[src/hw/mem_cache_pkg.sv]
/* widths, address fields, message and cache opcode enums,
   command header struct and bank geometry */
package mem_cache_pkg;

  localparam int NUM_BANKS_LP        = 2;
  localparam int SETS_LP             = 8;
  localparam int WORDS_PER_LINE_LP   = 4;
  localparam int ORDER_FIFO_DEPTH_LP = 4;
  localparam int ORDER_PTR_WIDTH_LP  = $clog2(ORDER_FIFO_DEPTH_LP);

  // byte address fields
  localparam int WORD_LSB_LP = 3;
  localparam int BANK_BIT_LP = 5;
  localparam int SET_LSB_LP  = 6;

  typedef logic [11:0] addr_t;
  typedef logic [63:0] data_t;
  typedef logic [7:0]  tag_t;
  typedef logic [0:0]  bank_id_t;
  typedef logic [2:0]  set_idx_t;
  typedef logic [1:0]  word_idx_t;

  typedef enum logic [1:0] {
    e_type_rd,
    e_type_wr,
    e_type_amo
  } msg_type_e;

  typedef enum logic [2:0] {
    e_subop_store,
    e_subop_amoswap,
    e_subop_amoadd,
    e_subop_amolr,
    e_subop_amosc
  } msg_subop_e;

  typedef enum logic [2:0] {
    e_size_1,
    e_size_2,
    e_size_4,
    e_size_8,
    e_size_16,
    e_size_32
  } msg_size_e;

  typedef enum logic [3:0] {
    e_op_lb,
    e_op_lh,
    e_op_lw,
    e_op_ld,
    e_op_sb,
    e_op_sh,
    e_op_sw,
    e_op_sd,
    e_op_amoswap_w,
    e_op_amoswap_d,
    e_op_amoadd_w,
    e_op_amoadd_d,
    e_op_tagst
  } cache_op_e;

  typedef enum logic [1:0] {
    e_state_reset,
    e_state_clear,
    e_state_ready,
    e_state_stream
  } cmd_state_e;

  typedef struct packed {
    msg_type_e  msg_type;
    msg_subop_e subop;
    msg_size_e  size;
    addr_t      addr;
    tag_t       tag;
  } mem_hdr_s;

  localparam int HDR_WIDTH_LP = $bits(mem_hdr_s);

endpackage

[src/hw/cache_pkt_if.sv]
/* packet channel from the command adapter to one cache bank */
`timescale 1ns/10ps

interface cache_pkt_if
  import mem_cache_pkg::*;
();

  logic      v;
  logic      ready;
  cache_op_e opcode;
  addr_t     addr;
  data_t     data;

  modport adapter (
    output v, opcode, addr, data,
    input  ready
  );

  modport bank (
    input  v, opcode, addr, data,
    output ready
  );

endinterface

[src/hw/cache_resp_if.sv]
/* response channel from one cache bank to the collector */
`timescale 1ns/10ps

interface cache_resp_if
  import mem_cache_pkg::*;
();

  logic  v;
  logic  yumi;
  data_t data;

  // yumi is a consume strobe, only legal while v is high
  modport bank (output v, data, input yumi);

  modport collector (input v, data, output yumi);

endinterface

[src/hw/cache_bank.sv]
/* one cache bank: data array with per-word valid bits,
   byte-lane load/store, swap/add atomics and a response register */
`timescale 1ns/10ps

module cache_bank
  import mem_cache_pkg::*;
(
  input  logic       clk_i,
  input  logic       reset_i,
  cache_pkt_if.bank  pkt,
  cache_resp_if.bank resp
);

  data_t                        data_r  [SETS_LP][WORDS_PER_LINE_LP];
  logic [WORDS_PER_LINE_LP-1:0] valid_r [SETS_LP];
  logic                         out_v_r;
  data_t                        out_data_r;

  set_idx_t   set;
  word_idx_t  word;
  data_t      old_word;
  data_t      lane_mask;
  data_t      old_lane;
  data_t      wr_lane;
  data_t      new_word;
  logic [5:0] shamt;
  logic       is_store;
  logic       is_amo;
  logic       accept;

  assign set      = pkt.addr[SET_LSB_LP +: 3];
  assign word     = pkt.addr[WORD_LSB_LP +: 2];
  // words not written since the line was cleared read as zero
  assign old_word = valid_r[set][word] ? data_r[set][word] : '0;

  assign pkt.ready = !out_v_r || resp.yumi;
  assign accept    = pkt.v && pkt.ready;

  always_comb
  begin
    lane_mask = '1;
    shamt     = '0;
    case (pkt.opcode)
      e_op_lb, e_op_sb:
      begin
        lane_mask = 64'hff;
        shamt     = {pkt.addr[2:0], 3'b000};
      end
      e_op_lh, e_op_sh:
      begin
        lane_mask = 64'hffff;
        shamt     = {pkt.addr[2:1], 4'b0000};
      end
      e_op_lw, e_op_sw, e_op_amoswap_w, e_op_amoadd_w:
      begin
        lane_mask = 64'hffff_ffff;
        shamt     = {pkt.addr[2], 5'b00000};
      end
      default:
      begin
        lane_mask = '1;
        shamt     = '0;
      end
    endcase
  end

  assign is_store = pkt.opcode inside {e_op_sb, e_op_sh, e_op_sw, e_op_sd};
  assign is_amo   = pkt.opcode inside {e_op_amoswap_w, e_op_amoswap_d,
                                       e_op_amoadd_w, e_op_amoadd_d};

  assign old_lane = (old_word >> shamt) & lane_mask;
  assign wr_lane  = (pkt.opcode inside {e_op_amoadd_w, e_op_amoadd_d})
                    ? (old_lane + pkt.data) & lane_mask
                    : pkt.data & lane_mask;
  assign new_word = (old_word & ~(lane_mask << shamt)) | (wr_lane << shamt);

  always_ff @(posedge clk_i)
  begin
    if (accept && pkt.opcode == e_op_tagst)
      valid_r[set] <= '0;
    else if (accept && (is_store || is_amo))
    begin
      data_r[set][word]  <= new_word;
      valid_r[set][word] <= 1'b1;
    end
  end

  // tag stores produce no response
  always_ff @(posedge clk_i)
  begin
    if (reset_i)
      out_v_r <= 1'b0;
    else if (accept && pkt.opcode != e_op_tagst)
      out_v_r <= 1'b1;
    else if (resp.yumi)
      out_v_r <= 1'b0;
  end

  // stores answer zero, loads and atomics the old lane
  always_ff @(posedge clk_i)
  begin
    if (accept && pkt.opcode != e_op_tagst)
      out_data_r <= is_store ? '0 : old_lane;
  end

  assign resp.v    = out_v_r;
  assign resp.data = out_data_r;

endmodule

[src/flat_wrapper.sv]
// flat-port wrapper written by rule: the top's interface ports become plain ports
module cache_bank_flat import mem_cache_pkg::*;
  (clk_i, reset_i, pkt_v, pkt_opcode, pkt_addr, pkt_data, pkt_ready, resp_v, resp_data, resp_yumi);
  cache_pkt_if pkt_i ();
  cache_resp_if resp_i ();
  input  logic clk_i;
  input  logic reset_i;
  input wire logic [$bits(pkt_i.v)-1:0] pkt_v;
  input wire logic [$bits(pkt_i.opcode)-1:0] pkt_opcode;
  input wire logic [$bits(pkt_i.addr)-1:0] pkt_addr;
  input wire logic [$bits(pkt_i.data)-1:0] pkt_data;
  output wire logic [$bits(pkt_i.ready)-1:0] pkt_ready;
  output wire logic [$bits(resp_i.v)-1:0] resp_v;
  output wire logic [$bits(resp_i.data)-1:0] resp_data;
  input wire logic [$bits(resp_i.yumi)-1:0] resp_yumi;
  assign pkt_i.v = pkt_v;
  assign pkt_i.opcode = pkt_opcode;
  assign pkt_i.addr = pkt_addr;
  assign pkt_i.data = pkt_data;
  assign pkt_ready = pkt_i.ready;
  assign resp_v = resp_i.v;
  assign resp_data = resp_i.data;
  assign resp_i.yumi = resp_yumi;
  cache_bank u_core (.clk_i(clk_i), .reset_i(reset_i), .pkt(pkt_i), .resp(resp_i));
endmodule
[config.mk]
export PLATFORM = sky130hd
export DESIGN_NAME = cache_bank_flat
export DESIGN_NICKNAME = d
export VERILOG_FILES = /design/src/hw/mem_cache_pkg.sv /design/src/hw/cache_pkt_if.sv /design/src/hw/cache_resp_if.sv /design/src/hw/cache_bank.sv /design/src/flat_wrapper.sv
export SDC_FILE = /design/constraint.sdc
export NUM_CORES = 2
export LEC_CHECK = 0
export ABC_CLOCK_PERIOD_IN_PS = 7200
export BUFFER_PORTS_ARGS = -buffer_cell sky130_fd_sc_hd__buf_2
export CORE_AREA = 4 4 384 576
export CTS_CLUSTER_DIAMETER = 100
export CTS_CLUSTER_SIZE = 20
export DETAILED_ROUTE_END_ITERATION = 8
export DIE_AREA = 0 0 388 580
export PLACE_DENSITY = 0.63
export SLEW_MARGIN = 20
export SYNTH_ARGS = -nofsm -noshare
export SYNTH_HDL_FRONTEND = slang
export SYNTH_SLANG_ARGS = --single-unit
[constraint.sdc]
create_clock -name clk_i -period 7.2 [get_ports clk_i]
set_input_delay 0.36 -clock clk_i [delete_from_list [all_inputs] [get_ports clk_i]]
set_output_delay 0.36 -clock clk_i [all_outputs]
set_load 0.05 [all_outputs]
-- Word level (Yosys, flattened, before mapping)
Memory sizes are Yosys's and may differ from the RTL's.
Cells that the tools add are included.
- input port bits: 84
- output and inout bits: 66
- memories: 2
- register bits after elaboration: 65
- bits in writable memories: 2080
- logic and storage cells: 77
- memories (name ; words ; width ; rd ports ; clocked after memory_dff ; wr ports ; line ; RTL):
    u_core.data_r ; 8 ; 256 ; 1 ; 0 ; 1 ; cache_bank.sv:14 ; data_t data_r [SETS_LP][WORDS_PER_LINE_LP];
    u_core.valid_r ; 8 ; 4 ; 1 ; 0 ; 1 ; cache_bank.sv:15 ; logic [WORDS_PER_LINE_LP-1:0] valid_r [SETS_LP];
- muxes and demuxes: 25
- reduce and logical (&&, ||, !) cells: 17
- shift-type cells: 3
- bitwise logic cells: 11
- add/subtract/negate cells: 1
- eq/ne operators: 12
- magnitude comparators: 4
- operators by type and width (cell ; number):
    two-way mux 64 bit ; 5
    bitwise AND 64 bit ; 4
    two-way mux 256 bit ; 1
    case mux 64 bit (3 select lines) ; 1
    binary-select mux 64 bit (select 2 bit) ; 1
    demux 64 bit (select 2 bit) ; 1
    << shifter 64 x 6 -> 64 bit ; 2
    adder 64 bit ; 1
    inverter 64 bit ; 1
    bitwise OR 64 bit ; 1
    right shift 64 x 6 -> 64 bit ; 1
    == test 4 bit, second input constant ; 5
    case mux 6 bit (3 select lines) ; 1
    == test 4 x 3 -> 1 bit, second input constant ; 4
    two-way mux 1 bit ; 12
    nonzero test 4 bit ; 2
    logical AND 1 bit ; 6
    == test 4 x 1 -> 1 bit, second input constant ; 1
    == test 4 x 2 -> 1 bit, second input constant ; 1
    logical NOT 4 bit ; 1
    two-way mux 4 bit ; 1
    inequality test 4 bit, second input constant ; 1
    bitwise OR 1 bit ; 4
    nonzero test 2 bit ; 2
    other kinds (11) ; 13

-- Longest topological paths before layout
- word-level depth: 12
- depth in mapped cells: 28
- mapped depth without buffers: 22

-- Least setup slack after synthesis
OpenSTA, ideal clock, no wires.
- path kind: input to register
- start point: input port pkt_addr[7]
- end point: memory u_core.data_r[0][100] (netlist name), data pin
- setup time: 0.454 ns
- path buffers: 5
- arrival time: 6.178 ns
- stages: 24
- slack: 0.568 ns
- cells stage by stage: buf_6 buf_6 buf_4 buf_2 buf_2 o22a_1 mux4_2 nand2_1 o211ai_1 mux2_2 o22ai_1 ha_1 inv_1 fa_1 and2b_1 o211ai_2 a31oi_2 a311oi_2 or4_1 nand2_1 a21boi_0 o21ai_0 xnor2_1 o21ai_0
- longest elaborated chain between the ends: 12
- elaborated cells between the ends (all ways): 16
- those cells by class: add/sub: 1; shift: 2; mux: 7; bitwise: 4; memory: 2
- RTL lines (item ; line ; RTL):
    start, declared ; flat_wrapper.sv:10 ; input wire logic [$bits(pkt_i.addr)-1:0] pkt_addr;
    memory (8 x 256 bit) ; -- ;
    binary-select mux 64 bit (select 2 bit) ; cache_bank.sv:34 ; assign old_word = valid_r[set][word] ? data_r[set][word] : '0;
    two-way mux 64 bit (implied by the code) (2 in series) ; cache_bank.sv:34 ;
    two-way mux 64 bit (*) ; cache_bank.sv:34 ;
    right shift 64 x 6 -> 64 bit (*) ; cache_bank.sv:71 ; assign old_lane = (old_word >> shamt) & lane_mask;
    bitwise AND 64 bit (*) ; cache_bank.sv:71 ;
    via u_core.old_lane[0] ; cache_bank.sv:23 ; data_t old_lane;
    adder 64 bit (*) ; cache_bank.sv:73 ; ? (old_lane + pkt.data) & lane_mask
    bitwise AND 64 bit (*) ; cache_bank.sv:73 ;
    two-way mux 64 bit (*) ; cache_bank.sv:73 ;
    << shifter 64 x 6 -> 64 bit (*) ; cache_bank.sv:75 ; assign new_word = (old_word & ~(lane_mask << shamt)) | (wr_lane << shamt);
    bitwise OR 64 bit (*) ; cache_bank.sv:75 ;
    via u_core.new_word[36] ; cache_bank.sv:25 ; data_t new_word;
    end, declared ; cache_bank.sv:14 ;
The timed path passes the listed nets; every way through them passes the cells marked *. The select of a mux whose other input is x is not followed.

-- Final worst setup path
- start point: memory u_core.valid_r[6][2]
- end point: memory u_core.data_r[3][191] (netlist name), data pin
- longest elaborated chain between the ends: 11
- elaborated cells between the ends (all ways): 12
- those cells by class: add/sub: 1; shift: 2; mux: 4; bitwise: 4; memory: 1
- RTL lines (item ; line):
    start, declared ; cache_bank.sv:15
    memory (8 x 4 bit) ; --
    binary-select mux 1 bit (select 2 bit) ; cache_bank.sv:34
    two-way mux 1 bit (implied by the code) ; cache_bank.sv:34
    two-way mux 64 bit ; cache_bank.sv:34
    right shift 64 x 6 -> 64 bit ; cache_bank.sv:71
    bitwise AND 64 bit ; cache_bank.sv:71
    via u_core.old_lane[15] ; cache_bank.sv:23
    adder 64 bit ; cache_bank.sv:73
    bitwise AND 64 bit ; cache_bank.sv:73
    two-way mux 64 bit ; cache_bank.sv:73
    << shifter 64 x 6 -> 64 bit ; cache_bank.sv:75
    bitwise OR 64 bit ; cache_bank.sv:75
    via u_core.new_word[63] ; cache_bank.sv:25
The timed path passes the listed nets, and every way through them passes these cells. The select of a mux whose other input is x is not followed.

==> results by group <==
Global routing
  • Total track usage: 0.298
  • Initial antenna violation count: 19
  • Global route overflow: 0
  • First-pass GRT wire length: 470000 µm
  • Pin count of the biggest net entering global routing: 65
  • Vias in the first global route: just under 60k

Synth
  • Most used flip-flop cell after synthesis: edfxtp_1
  • Synth top area share: 0.730
  • Syn_nets: 5583
  • Main area contributors after synthesis: edfxtp_1, a22oi_1, mux4_2, mux2i_1, a221oi_1
  • Mapped cell area: 88200 µm²
  • Syn_area_per_cell: 16.2 µm²
  • Post-synthesis sequential area ratio: 0.730
  • Yosys warnings: 0
  • Synth area leader: edfxtp_1
  • Count of cell types in the netlist: 101
  • Flops & latches, synth: 2145
  • Cell count after synthesis: between 5k and 6k
  • Async set or reset register ratio after synthesis: 0
  • EDFF count, synth: 2144

Route
  • # DRC: 0
  • Post-route ant nets: 0
  • Vias: 58.9k
  • Drt first pass iters: 7
  • Average wire per standard cell: 37.5 µm
  • Routed WL: 346000 µm
  • DR vias/cell: 6.39
  • Iter 0 DRT Violations: roughly 7.8k

Worst setup path
  • Crit path kind: reg -> reg
  • Critical Path AT: 7.73 ns
  • Crit-path max FO: 32
  • Biggest cell delay along the critical path: approximately 0.54 ns
  • CP delay by family, top: compound AO/OA/AOI/OAI gates
  • Crit path buf inv count: 9
  • Worst EP required: 7.81 ns
  • Slowest CP cell: a21oi_1
  • Most used cell, CP: buf_4
  • Crit path capture type: register
  • Crit start category: register

STA
  • Final Cycle Share: 0.989
  • Number of endpoints failing setup at the final stage: 0
  • Slew headroom: 0.219
  • RSZ-0062 raised after global routing: no
  • Clock Skew: 0.0681 ns
  • Post-route minimum period: about 7.1 ns
  • Setup_tns: 0 ns
  • Final hold violation count: 0
  • Worst-margin pin slew: about 1.2 ns
  • Max-slew violation count: 0
  • Hold_ws: around 0.17 ns
  • Setup WS post-layout: 0.0788 ns
  • Fmax: between 100 and 150 MHz

Placement
  • Gpl congestion: 1.04
  • Post-detail-place hpwl: 232000 µm
  • Post-Place Setup Slack: -0.769 ns
  • IO Port Bufs: 145

Job
  • Max Cap Viol: 0

Die
  • Core area: 216000 µm²
  • Die width: 388 µm
  • Die Area: about 230000 µm²
  • Rows: 209
  • # IOs: 150
  • Die H: ~580 µm
  • Initial Util: 0.409

Pwr
  • Pwr/cell area: about 250 nW/µm²
  • Worst vdd ir: 0.225 mV
  • Leakage: 35.1 nW

Outcome
  • Outcome: complete, no violations

Cells and area
  • Share of layout cells above drive strength 1: 0.265
  • Layout net count: 6507
  • Util after Layout: 0.483
  • Syn-to-layout area delta: 18.2%

Clock tree
  • Clk sinks: 2145
  • TritonCTS clock tree: yes
  • H-tree Lvls: 3
  • Clock buffer depth: 3
  • Cts bufs inserted: 118
  • Root Buffer: clkbuf_16
  • CTS clk-pin slew, worst paths: ~0.090 ns
  • Worst-Skew Late Latency: 0.82 ns

Min path
  • Hold Path Class: in -> reg
==> placed cells by master, fill, tap and decap left out, types with 19 or more instances in the layout <==
master and n:
edfxtp_1 2144, buf_4 852, a22oi_1 369, nor2_1 348, nand2_1 256, a21oi_1 193, buf_12 175, a221oi_1 173
mux2i_1 167, buf_2 140, mux2_2 131, o21ai_0 129, clkbuf_16 118, mux4_2 109, ha_1 63, o22ai_1 57
nand4_1 57, a22o_1 55, nor3_1 48, a21o_1 39, a221o_1 39, nand3_1 37, nor2_4 36, o211ai_1 35
a222oi_1 35, xnor2_1 34, and2_1 30, inv_1 29, a41oi_1 25, o21ai_1 24, a31oi_1 23, a211oi_1 21
o221ai_1 19
==> synthesized netlist by cell type, types with 37 or more instances <==
cell type / number
mux2i_1: 168
a22o_1: 55
nand3_1: 37
mux2_2: 131
clkbuf_1: 118
buf_4: 55
nand2_1: 259
buf_2: 149
a21o_1: 39
nand4_1: 57
a21oi_1: 197
a22oi_1: 369
a221oi_1: 174
o22ai_1: 67
nor3_1: 48
o21ai_0: 147
ha_1: 63
edfxtp_1: 2144
a221o_1: 39
mux4_2: 109
nor2_1: 383
==> final cells by class <==
| cell class | instances | area [µm²] |
|---|---|---|
| Clock buffer | 119 | 2960 |
| Fill cell | 18200 | 111000 |
| Tap cell | 2848 | 3560 |
| Sequential cell | 2145 | 64400 |
| Multi-Input combinational cell | 2887 | 22300 |
| Clock inverter | 11 | 219 |
| Antenna cell | 1 | 2.50 |
| Timing Repair Buffer | 1172 | 10700 |
| Inverter | 35 | 138 |
==> report_power, final <==
group          switching, mW  total, mW  internal (mW)
logic                   2.90       4.55           1.65
clock network           3.93       6.89           2.96
registers             0.0204       14.3           14.3
==> tightest hold or removal path, delay by kind of cell <==
family                 cells  cell delay [ns]
and+or+nand+nor            2             0.16
buffers and inverters      2             0.34
==> path summary, 6_finish.rpt <==
kind | startpoint | end | slack, ns | cells past startpoint
worst max-delay path | u_core.valid_r[6][2]$_DFFE_PP_ | u_core.data_r[3][191]$_DFFE_PP_ | 0.08 | 29
worst min-delay path | pkt_opcode[3] | u_core.resp.data[1]$_SDFFCE_PN0P_ | 0.17 | 4
worst max register to register | u_core.valid_r[6][2]$_DFFE_PP_ | u_core.data_r[3][191]$_DFFE_PP_ | 0.08 | 29
worst min register to register | u_core.resp.v$_SDFFE_PP0P_ | u_core.resp.v$_SDFFE_PP0P_ | 1.11 | 3
==> layer usage <==
layer	GRT usage	share of wire	wire [µm]	vias up
li1	-	-	-	23900
met1	0.345	0.33	116000	30200
met2	0.510	0.50	172000	3922
met3	0.0447	0.086	29900	907
met4	0.203	0.084	29000	2
met5	0	0.000032	11	-
==> timing repair <==
action	in CTS	in global routing
setup endpoints to repair	50	72
gates resized for setup	2	2
endpoints found under the hold margin	1	0
setup buffers	0	3
pin swaps	0	1
hold buffers	2	0
==> logic make-up after synthesis <==
kind of cell / synth area share
xor+xnor: 0.00497
simple gates: 0.0465
flops: 0.730
buf+inv: 0.0239
fa+ha+maj: 0.00917
mux: 0.0648
compound gates: 0.120
==> through the flow <==
| step | cell area, µm² | power [mW] | instances |
|---|---|---|---|
| floorplan | 88200 | 16.5 | 5435 |
| global placement | 101000 | 19.0 | 9081 |
| detailed placement | 101000 | 19.0 | 9082 |
| CTS | 104000 | 25.7 | 9214 |
| global route | 104000 | 26.4 | 9218 |
| finish | 104000 | 25.7 | 9218 |
==> registers in the layout (all words and copies together) (netlist names) <==
register	flops
u_core.resp.v	1
u_core.valid_r	32
u_core.data_r	2048
u_core.resp.data	64
Power figures use the tool's default switching activity.
